<file path="config.mk">
export PLATFORM = sky130hd
export DESIGN_NAME = accel_top
export DESIGN_NICKNAME = d
export VERILOG_FILES = /design/src/accel_pkg.sv /design/src/page_buffer.sv /design/src/ctrl_unit.sv /design/src/instr_seq.sv /design/src/weight_store.sv /design/src/result_unit.sv /design/src/accel_top.sv
export VERILOG_INCLUDE_DIRS = /design/src
export SDC_FILE = /design/constraint.sdc
export NUM_CORES = 2
export LEC_CHECK = 0
export BUFFER_PORTS_ARGS = -buffer_cell sky130_fd_sc_hd__buf_2
export CAP_MARGIN = 20
export CORE_UTILIZATION = 35
export CTS_BUF_LIST = sky130_fd_sc_hd__clkbuf_8 sky130_fd_sc_hd__clkbuf_16
export CTS_CLUSTER_DIAMETER = 30
export DETAILED_ROUTE_END_ITERATION = 8
export SLEW_MARGIN = 25
export SYNTH_ARGS = -nofsm -noshare
export SYNTH_HDL_FRONTEND = slang
export SYNTH_SLANG_ARGS = --single-unit
</file>
<file path="constraint.sdc">
create_clock -name clk -period 22.2 [get_ports clk]
set_input_delay 2.22 -clock clk [delete_from_list [all_inputs] [get_ports clk]]
set_output_delay 2.22 -clock clk [all_outputs]
set_load 0.01 [all_outputs]
</file>
<file path="src/accel_config.svh">
`ifndef ACCEL_CONFIG_SVH
`define ACCEL_CONFIG_SVH

// width of one memory page in bits
`define ACCEL_PAGE_BITS 128

// program is 4 instructions per page
`define ACCEL_PROG_PAGES 4

`define ACCEL_IMG_PAGES 4

`define ACCEL_WEIGHT_PAGES 3

// larger of program and image page counts
`define ACCEL_BUF_DEPTH 4

`endif

</file>
<file path="src/accel_pkg.sv">
`include "accel_config.svh"

package accel_pkg;

    typedef logic [`ACCEL_PAGE_BITS-1:0] page_t;
    typedef logic [31:0] addr_t;
    typedef logic [27:0] operand_t;
    // opcode in [31:28], operand below
    typedef logic [31:0] instr_t;
    // low bits of the register-setting opcodes
    typedef logic [1:0] reg_sel_t;

    typedef enum logic [3:0] {
        OP_SET_IMG_ADDR  = 4'd0,
        OP_SET_IMG_CNT   = 4'd1,
        OP_SET_RSLT_ADDR = 4'd2,
        OP_LOAD_RDN      = 4'd3,
        OP_LOAD_DNN      = 4'd4,
        OP_PROC          = 4'd5,
        OP_HALT          = 4'd15
    } opcode_e;

    typedef enum logic [2:0] {
        WAIT_BUFFER,
        FETCH_PROGRAM_PAGE,
        WAIT_PROGRAM_PAGE,
        EXECUTING,
        WAIT_RDN_LOAD,
        WAIT_DNN_LOAD,
        WAIT_IMAGE,
        DONE_IMG
    } ctrl_state_e;

endpackage

</file>
<file path="src/page_buffer.sv">
`timescale 1ns/1ps
`include "accel_config.svh"

module page_buffer
    import accel_pkg::*;
(
    input  logic clk,
    input  logic rst_n,
    input  logic en,
    input  page_t d,
    output logic [`ACCEL_BUF_DEPTH*`ACCEL_PAGE_BITS-1:0] q
);

    localparam int W = `ACCEL_PAGE_BITS;
    localparam int D = `ACCEL_BUF_DEPTH;

    // new page enters at the top, entry 0 ends up holding the oldest
    always_ff @(posedge clk) begin
        if (en) begin
            q <= {d, q[D*W-1:W]};
        end
    end

    a_known_page: assert property (
        @(posedge clk) disable iff (!rst_n)
        en |-> !$isunknown(d)
    );

endmodule

</file>
<file path="src/ctrl_unit.sv">
`timescale 1ns/1ps
`include "accel_config.svh"

module ctrl_unit
    import accel_pkg::*;
(
    input  logic     clk,
    input  logic     rst_n,
    input  logic     buffer_addr_valid,
    input  logic     data_valid,
    input  logic     write_done,
    input  page_t    read_data,
    output addr_t    address,
    output page_t    write_data,
    output logic     read_request_valid,
    output logic     write_request_valid,
    output logic     inc_pc,
    output logic     instr_vld,
    input  logic     begin_rdn_load,
    input  logic     begin_dnn_load,
    input  logic     begin_proc,
    input  reg_sel_t reg_sel,
    input  logic     reg_wr_en,
    input  operand_t reg_databus,
    input  logic     rdn_req,
    input  logic     dnn_req,
    input  logic     rdn_done,
    input  logic     dnn_done,
    input  logic     res_vld,
    input  page_t    result,
    output logic     rdn_start,
    output logic     dnn_start,
    output logic     img_done,
    output logic     buf_en
);

    localparam int PW = $clog2(`ACCEL_BUF_DEPTH);
    localparam logic [PW-1:0] PROG_LAST = PW'(`ACCEL_PROG_PAGES - 1);
    localparam logic [PW-1:0] IMG_LAST = PW'(`ACCEL_IMG_PAGES - 1);

    ctrl_state_e state;
    logic [PW-1:0] pg_cnt;
    addr_t img_addr;
    addr_t rslt_addr;
    addr_t ld_addr;
    operand_t img_cnt;
    logic pending;

    always_ff @(posedge clk or negedge rst_n) begin
        if (!rst_n) begin
            state <= WAIT_BUFFER;
            pg_cnt <= '0;
            ld_addr <= '0;
            read_request_valid <= 1'b0;
            write_request_valid <= 1'b0;
            inc_pc <= 1'b0;
            instr_vld <= 1'b0;
            rdn_start <= 1'b0;
            dnn_start <= 1'b0;
            img_done <= 1'b0;
        end else begin
            read_request_valid <= 1'b0;
            write_request_valid <= 1'b0;
            inc_pc <= 1'b0;
            instr_vld <= 1'b0;
            rdn_start <= 1'b0;
            dnn_start <= 1'b0;
            img_done <= 1'b0;
            case (state)
                WAIT_BUFFER: begin
                    if (buffer_addr_valid) begin
                        state <= FETCH_PROGRAM_PAGE;
                        read_request_valid <= 1'b1;
                    end
                end
                FETCH_PROGRAM_PAGE: begin
                    state <= WAIT_PROGRAM_PAGE;
                end
                WAIT_PROGRAM_PAGE: begin
                    if (data_valid) begin
                        pg_cnt <= pg_cnt + 1'b1;
                        if (pg_cnt == PROG_LAST) begin
                            state <= EXECUTING;
                            instr_vld <= 1'b1;
                        end else begin
                            state <= FETCH_PROGRAM_PAGE;
                            read_request_valid <= 1'b1;
                        end
                    end
                end
                EXECUTING: begin
                    ld_addr <= addr_t'(reg_databus);
                    if (begin_rdn_load) begin
                        state <= WAIT_RDN_LOAD;
                        rdn_start <= 1'b1;
                    end else if (begin_dnn_load) begin
                        state <= WAIT_DNN_LOAD;
                        dnn_start <= 1'b1;
                    end else if (begin_proc) begin
                        state <= WAIT_IMAGE;
                        pg_cnt <= '0;
                        read_request_valid <= 1'b1;
                    end
                end
                WAIT_RDN_LOAD, WAIT_DNN_LOAD: begin
                    // only the active store raises req or done
                    if (rdn_req || dnn_req) begin
                        read_request_valid <= 1'b1;
                    end
                    if (data_valid) begin
                        ld_addr <= ld_addr + 1'b1;
                    end
                    if (rdn_done || dnn_done) begin
                        state <= EXECUTING;
                        inc_pc <= 1'b1;
                    end
                end
                WAIT_IMAGE: begin
                    if (data_valid) begin
                        pg_cnt <= pg_cnt + 1'b1;
                        if (pg_cnt == IMG_LAST) begin
                            state <= DONE_IMG;
                            img_done <= 1'b1;
                        end else begin
                            read_request_valid <= 1'b1;
                        end
                    end
                end
                DONE_IMG: begin
                    if (res_vld) begin
                        write_request_valid <= 1'b1;
                    end
                    if (write_done) begin
                        if (img_cnt > 1) begin
                            state <= WAIT_IMAGE;
                            pg_cnt <= '0;
                            read_request_valid <= 1'b1;
                        end else begin
                            state <= EXECUTING;
                            inc_pc <= 1'b1;
                        end
                    end
                end
                default: state <= WAIT_BUFFER;
            endcase
        end
    end

    // register file, sel 0/1/2 = img_addr/img_cnt/rslt_addr
    always_ff @(posedge clk or negedge rst_n) begin
        if (!rst_n) begin
            img_addr <= '0;
            img_cnt <= '0;
            rslt_addr <= '0;
        end else if (reg_wr_en) begin
            case (reg_sel)
                2'd0: img_addr <= addr_t'(reg_databus);
                2'd1: img_cnt <= reg_databus;
                2'd2: rslt_addr <= addr_t'(reg_databus);
                default: ;
            endcase
        end else begin
            if (state == WAIT_IMAGE && data_valid) begin
                img_addr <= img_addr + 1'b1;
            end
            if (state == DONE_IMG && write_done) begin
                img_cnt <= img_cnt - 1'b1;
                rslt_addr <= rslt_addr + 1'b1;
            end
        end
    end

    always_comb begin
        case (state)
            FETCH_PROGRAM_PAGE, WAIT_PROGRAM_PAGE: address = addr_t'(pg_cnt);
            WAIT_RDN_LOAD, WAIT_DNN_LOAD: address = ld_addr;
            WAIT_IMAGE: address = img_addr;
            DONE_IMG: address = rslt_addr;
            default: address = '0;
        endcase
    end

    assign buf_en = data_valid && (state == WAIT_PROGRAM_PAGE || state == WAIT_IMAGE);
    assign write_data = result;

    // one transaction in flight at a time
    always_ff @(posedge clk or negedge rst_n) begin
        if (!rst_n) begin
            pending <= 1'b0;
        end else if (read_request_valid || write_request_valid) begin
            pending <= 1'b1;
        end else if (data_valid || write_done) begin
            pending <= 1'b0;
        end
    end

    a_req_exclusive: assert property (
        @(posedge clk) disable iff (!rst_n)
        !(read_request_valid && write_request_valid)
    );

    a_no_overlap: assert property (
        @(posedge clk) disable iff (!rst_n)
        (read_request_valid || write_request_valid) |-> !pending
    );

    a_weight_known: assert property (
        @(posedge clk) disable iff (!rst_n)
        (data_valid && (state == WAIT_RDN_LOAD || state == WAIT_DNN_LOAD))
            |-> !$isunknown(read_data)
    );

endmodule

</file>
<file path="src/instr_seq.sv">
`timescale 1ns/1ps
`include "accel_config.svh"

module instr_seq
    import accel_pkg::*;
(
    input  logic     clk,
    input  logic     rst_n,
    input  logic     instr_vld,
    input  logic     inc_pc,
    input  logic [`ACCEL_BUF_DEPTH*`ACCEL_PAGE_BITS-1:0] prog,
    output logic     begin_rdn_load,
    output logic     begin_dnn_load,
    output logic     begin_proc,
    output reg_sel_t reg_sel,
    output logic     reg_wr_en,
    output operand_t reg_databus,
    output logic     halted
);

    localparam int N_INSTR = `ACCEL_PROG_PAGES * 4;
    localparam int PC_W = $clog2(N_INSTR);
    // program sits in the newest buffer entries
    localparam int BASE = (`ACCEL_BUF_DEPTH - `ACCEL_PROG_PAGES) * `ACCEL_PAGE_BITS;

    typedef enum logic [1:0] {SEQ_IDLE, SEQ_RUN, SEQ_WAIT, SEQ_HALT} seq_state_e;

    seq_state_e state;
    logic [PC_W-1:0] pc;
    logic [`ACCEL_BUF_DEPTH*`ACCEL_PAGE_BITS-1:0] prog_q;
    instr_t instr;
    opcode_e opcode;

    // own copy since the buffer is reused for image pages
    always_ff @(posedge clk) begin
        if (instr_vld) begin
            prog_q <= prog;
        end
    end

    assign instr = prog_q[BASE + 32*pc +: 32];
    assign opcode = opcode_e'(instr[31:28]);
    assign reg_sel = instr[29:28];
    assign reg_databus = instr[27:0];
    assign halted = (state == SEQ_HALT);

    always_comb begin
        reg_wr_en = 1'b0;
        begin_rdn_load = 1'b0;
        begin_dnn_load = 1'b0;
        begin_proc = 1'b0;
        if (state == SEQ_RUN) begin
            case (opcode)
                OP_SET_IMG_ADDR, OP_SET_IMG_CNT, OP_SET_RSLT_ADDR: reg_wr_en = 1'b1;
                OP_LOAD_RDN: begin_rdn_load = 1'b1;
                OP_LOAD_DNN: begin_dnn_load = 1'b1;
                OP_PROC: begin_proc = 1'b1;
                default: ;
            endcase
        end
    end

    always_ff @(posedge clk or negedge rst_n) begin
        if (!rst_n) begin
            state <= SEQ_IDLE;
            pc <= '0;
        end else begin
            case (state)
                SEQ_IDLE: begin
                    if (instr_vld) begin
                        state <= SEQ_RUN;
                        pc <= '0;
                    end
                end
                SEQ_RUN: begin
                    if (reg_wr_en) begin
                        pc <= pc + 1'b1;
                    end else if (begin_rdn_load || begin_dnn_load || begin_proc) begin
                        state <= SEQ_WAIT;
                    end else begin
                        // OP_HALT or anything unknown
                        state <= SEQ_HALT;
                    end
                end
                SEQ_WAIT: begin
                    if (inc_pc) begin
                        state <= SEQ_RUN;
                        pc <= pc + 1'b1;
                    end
                end
                default: state <= SEQ_HALT;
            endcase
        end
    end

    a_inc_pc_waiting: assert property (
        @(posedge clk) disable iff (!rst_n)
        inc_pc |-> state == SEQ_WAIT
    );

endmodule

</file>
<file path="src/weight_store.sv">
`timescale 1ns/1ps
`include "accel_config.svh"

module weight_store
    import accel_pkg::*;
(
    input  logic  clk,
    input  logic  rst_n,
    input  logic  start,
    input  logic  page_vld,
    input  page_t page,
    output logic  weight_req,
    output logic  weight_done,
    output page_t weights
);

    localparam int CW = $clog2(`ACCEL_WEIGHT_PAGES + 1);
    localparam logic [CW-1:0] LAST = CW'(`ACCEL_WEIGHT_PAGES - 1);

    logic active;
    logic [CW-1:0] cnt;

    always_ff @(posedge clk or negedge rst_n) begin
        if (!rst_n) begin
            active <= 1'b0;
            cnt <= '0;
            weights <= '0;
            weight_req <= 1'b0;
            weight_done <= 1'b0;
        end else begin
            weight_req <= 1'b0;
            weight_done <= 1'b0;
            if (start) begin
                active <= 1'b1;
                cnt <= '0;
                weights <= '0;
                weight_req <= 1'b1;
            end else if (active && page_vld) begin
                // fold page into accumulator
                weights <= weights ^ page;
                cnt <= cnt + 1'b1;
                if (cnt == LAST) begin
                    active <= 1'b0;
                    weight_done <= 1'b1;
                end else begin
                    weight_req <= 1'b1;
                end
            end
        end
    end

endmodule

</file>
<file path="src/result_unit.sv">
`timescale 1ns/1ps
`include "accel_config.svh"

module result_unit
    import accel_pkg::*;
(
    input  logic  clk,
    input  logic  rst_n,
    input  logic  img_done,
    input  logic [`ACCEL_BUF_DEPTH*`ACCEL_PAGE_BITS-1:0] pages,
    output logic  res_vld,
    output page_t result
);

    localparam int W = `ACCEL_PAGE_BITS;
    // image occupies the newest entries
    localparam int FIRST = `ACCEL_BUF_DEPTH - `ACCEL_IMG_PAGES;

    page_t fold;

    always_comb begin
        fold = '0;
        for (int i = 0; i < `ACCEL_IMG_PAGES; i++) begin
            fold = fold ^ pages[(FIRST + i)*W +: W];
        end
    end

    always_ff @(posedge clk) begin
        if (img_done) begin
            result <= fold;
        end
    end

    always_ff @(posedge clk or negedge rst_n) begin
        if (!rst_n) begin
            res_vld <= 1'b0;
        end else begin
            res_vld <= img_done;
        end
    end

endmodule

</file>
<file path="src/accel_top.sv">
`timescale 1ns/1ps
`include "accel_config.svh"

module accel_top
    import accel_pkg::*;
(
    input  logic  clk,
    input  logic  rst_n,
    input  logic  buffer_addr_valid,
    input  logic  data_valid,
    input  logic  write_done,
    input  page_t read_data,
    output addr_t address,
    output page_t write_data,
    output logic  read_request_valid,
    output logic  write_request_valid,
    output logic  halted,
    output page_t rdn_weights,
    output page_t dnn_weights
);

    logic [`ACCEL_BUF_DEPTH*`ACCEL_PAGE_BITS-1:0] buf_q;
    logic     buf_en;
    logic     instr_vld;
    logic     inc_pc;
    logic     begin_rdn_load;
    logic     begin_dnn_load;
    logic     begin_proc;
    reg_sel_t reg_sel;
    logic     reg_wr_en;
    operand_t reg_databus;
    logic     rdn_start;
    logic     dnn_start;
    logic     rdn_req;
    logic     dnn_req;
    logic     rdn_done;
    logic     dnn_done;
    logic     img_done;
    logic     res_vld;
    page_t    result;

    ctrl_unit u_ctrl (.*);

    page_buffer u_buf (
        .clk(clk), .rst_n(rst_n), .en(buf_en), .d(read_data), .q(buf_q)
    );

    instr_seq u_seq (
        .clk(clk), .rst_n(rst_n), .instr_vld(instr_vld), .inc_pc(inc_pc), .prog(buf_q),
        .begin_rdn_load(begin_rdn_load), .begin_dnn_load(begin_dnn_load),
        .begin_proc(begin_proc), .reg_sel(reg_sel), .reg_wr_en(reg_wr_en),
        .reg_databus(reg_databus), .halted(halted)
    );

    weight_store u_rdn (
        .clk(clk), .rst_n(rst_n), .start(rdn_start), .page_vld(data_valid),
        .page(read_data), .weight_req(rdn_req), .weight_done(rdn_done),
        .weights(rdn_weights)
    );

    weight_store u_dnn (
        .clk(clk), .rst_n(rst_n), .start(dnn_start), .page_vld(data_valid),
        .page(read_data), .weight_req(dnn_req), .weight_done(dnn_done),
        .weights(dnn_weights)
    );

    result_unit u_res (
        .clk(clk), .rst_n(rst_n), .img_done(img_done), .pages(buf_q),
        .res_vld(res_vld), .result(result)
    );

endmodule

</file>
==> out/summary.txt <==
Status: complete, no violations
Detailed Route Iter0 Violations: 2490
Layout cells sized above 1: 26.8%
Crit Path Class: input pin to flop
CTS Hold Bufs: 0
Area of the multi-input gates: 17100 sq um
TNS Setup: 0 ps
Antenna violations before repair: 15
Initial Utilization: 35.2%
Min Tclk post-route: 5230 ps
Crit path capture: u_buf.q[338]
Clock Tree Root: clkbuf_16
Area Growth Syn to Fin: 27.0%
Pwr Total: 12.0 mW
Crit path launch type: input pin
Via density: 4.95
Worst-case reg-to-reg path depth: 5
Overflow after GRT: 0
Comb power frac: 21.9%
H-Tree Depth: 5
Hold Crit Depth: 0
Vias: 36700
Clock Latency Late Sink: 910 ps
Hold Slack: 453 ps
First-pass DRT Iterations: 5
Per-cell routed wire length: 22.1 um
Post-DP HPWL: 107000 um
Vias in the first global route: 37900
Residual DRC: 0
Clk slew on worst S/H paths: 40 ps
Main synth FF type: edfxtp_1
Placer Congestion: 0.836
Clock tree from TritonCTS: built
Reg2reg end: u_buf.q[338]
Max-slew violations: 0
Yosys reg bits: 1561
Pin count of the biggest net entering global routing: 167
Mapped Area: 62800 sq um
Worst setup EP type: flop
Final net count: 4938
PortBufs: 551
P_leak: 29.9 nW
F_max: 191 MHz
Net switching power: 3.68 mW
Die Area: 181000 sq um
Post-Syn Nets: 4181
Reg2Reg Setup Slack: 17470 ps
Worst R2R Start: u_ctrl.state[1]
Period Utilization, post-route: 23.6%
Least-Margin Pin Slew: 1130 ps
Syn Inst Count: 4035
Die Ht: 426 um
Max_slew headroom: 24.8%
Global-route usage over all layers: 17.9%
Finished Core Util: 44.7%
Worst Path Required: 22660 ps
Peak VDD IR: 0.0000849 V
Final Hold Fails: 0
Distinct cell type count after synthesis: 77
CTS sink cnt: 1561
Hold Path Class: flop to flop
Avg Synthesized Cell Area: 15.6 sq um
EDFF count, synth: 1152
Pwr Density: 151 nW/um^2
Max-Cap Viols: 0
Syn. warnings: 0
Switch share: 30.5%
Fillers: 15700
RSZ-0062 raised after global routing: no
Worst Setup SP: data_valid
Worst-path fanout max: 62
Worst Skew: 73.8 ps
Final setup vio count: 0
Post-CTS sizing: 0
Top Ports: 552
Post-CTS Setup Inserts: 0
Clock share of power: 41.4%
Reg power frac: 36.7%
Die X: 426 um
Deepest clock path buffer count: 4
CP arrival: 5700 ps
Async S/R FF share, synth: 26.2%
Antenna viol nets, final: 0
Cell row count: 155
Sequential area share after synthesis: 71.4%
Routed WL: 164000 um
Core area: 178000 sq um
Internal Pwr Total: 8.37 mW
Clock buffer count from CTS: 337
First-pass GRT wire length: 243000 um
Reg area: 44900 sq um
==> worst min path at each step <==
stage                   endpoint  slack, ps          from
2_1_floorplan    u_seq.prog_q[0]        450    u_buf.q[0]
3_3_place_gp   u_seq.prog_q[111]        460  u_buf.q[111]
3_5_place_dp    u_seq.prog_q[76]        460   u_buf.q[76]
4_1_cts         u_seq.prog_q[72]        460   u_buf.q[72]
5_1_grt         u_seq.prog_q[15]        460   u_buf.q[15]
6_report            u_buf.q[114]        450  u_buf.q[242]
==> Yosys cell counts, drive strengths merged (4+ instances only) <==
library cell  number  area (sq um)
a211oi            15           113
a21o               5          37.5
a21oi             81           405
a221oi            12           118
a22o               6          52.6
a22oi             23           178
a2bb2oi           18           158
a31oi             51           319
a41o               4          40.0
a41oi             15           131
and2              11          68.8
and3              26           163
and4              10          87.6
buf               69           347
clkbuf           118           443
dfrtp            409         10200
edfxtp          1152         34600
ha                13           163
inv               41           154
mux2               6          67.6
mux2i             41           410
mux4             151          3400
nand2            384          1450
nand3             47           240
nand4             16           100
nor2             338          1280
nor2b              5          31.3
nor3              52           272
nor3b              5          37.5
nor4              15          93.8
o2111ai            4          35.0
o211a             33           330
o211ai            21           158
o21ai             58           317
o22a              51           447
o22ai             16           114
o2bb2ai           13           114
o32ai              4          35.0
or3                6          37.5
xnor2            260          2280
xor2             390          3420
==> through the flow <==
stage               worst slack [ps]  cells  area [sq um]
floorplan                       2460   4035         62800
global placement               16000   6805         68200
detailed placement             15980   6805         68200
CTS                            16900   7405         79700
global route                   16720   7408         79800
finish                         16970   7412         79800
==> critical path, cell delays in order <==
cell     delay (ps)
buf_2           220
and3b_4         810
buf_4           740
buf_4           750
buf_4           770
==> area by class of cell <==
cell class | instances | share of cell area (%)
Antenna cell | 4 | 0.0125
Tap cell | 2355 | 3.69
Timing Repair Buffer | 605 | 4.10
Inverter | 41 | 0.194
Multi-Input combinational cell | 2246 | 21.4
Clock buffer | 361 | 11.1
Sequential cell | 1561 | 56.2
Clock inverter | 239 | 3.27
==> sequential cells by signal, indices dropped and copies added (netlist names), 2 cells and up <==
register,flops
u_seq.pc,4
u_ctrl.img_addr,32
u_rdn.weights,128
u_seq.state,2
u_ctrl.pg_cnt,2
u_ctrl.rslt_addr,32
u_res.result,128
u_ctrl.img_cnt,28
u_seq.prog_q,512
u_buf.q,512
u_ctrl.state,3
u_ctrl.ld_addr,32
u_rdn.cnt,2
u_dnn.weights,128
u_dnn.cnt,2
==> metal layers <==
| layer | track usage, % | routed length [um] | vias up |
|---|---|---|---|
| met5 | 0 | 105 | - |
| met4 | 6.53 | 4980 | 16 |
| met3 | 4.38 | 9600 | 313 |
| met2 | 29.5 | 81100 | 1213 |
| met1 | 22.8 | 67800 | 18600 |
| li1 | - | - | 16500 |
==> power groups by stage <==
stage / clock network [mW] / registers [mW] / logic, mW
after global routing: 5.21 / 4.50 / 2.87
after CTS: 5.07 / 4.43 / 2.67
final: 4.98 / 4.42 / 2.64
after detailed placement: 0 / 4.47 / 2.66
after global placement: 0 / 4.44 / 2.62
after floorplan: 0 / 4.65 / 1.59
==> logic make-up after synthesis <==
logic type	count (synthesis)	share of synthesized area (%)
multiplexers	198	6.18
flip-flops	1561	71.4
adder cells (fa/ha/maj)	13	0.259
buffers and inverters	228	1.50
XOR/XNOR	650	9.06
AND/OR/NAND/NOR	932	6.37
AO/OA/AOI/OAI	453	5.26
==> layout by cell type, fill, tap and decap left out, types with 10 or more instances in the layout <==
master	instances
a211oi_1	15
a21oi_1	80
a221oi_1	10
a22oi_1	22
a2bb2oi_1	18
a31oi_1	51
a41oi_1	15
and3_1	26
and4_1	10
buf_2	550
buf_4	46
bufinv_16	44
clkbuf_16	348
clkbuf_8	13
clkinv_1	22
clkinv_2	50
clkinv_4	23
clkinvlp_4	32
dfrtp_1	400
edfxtp_1	1152
ha_1	13
inv_1	69
inv_6	27
mux2i_1	41
mux4_2	151
nand2_1	380
nand3_1	45
nand4_1	16
nor2_1	335
nor3_1	51
nor4_1	15
o211a_1	33
o211ai_1	21
o21ai_0	52
o22a_1	51
o22ai_1	15
o2bb2ai_1	13
xnor2_1	260
xor2_1	390
(Power assumes the default switching activity.)
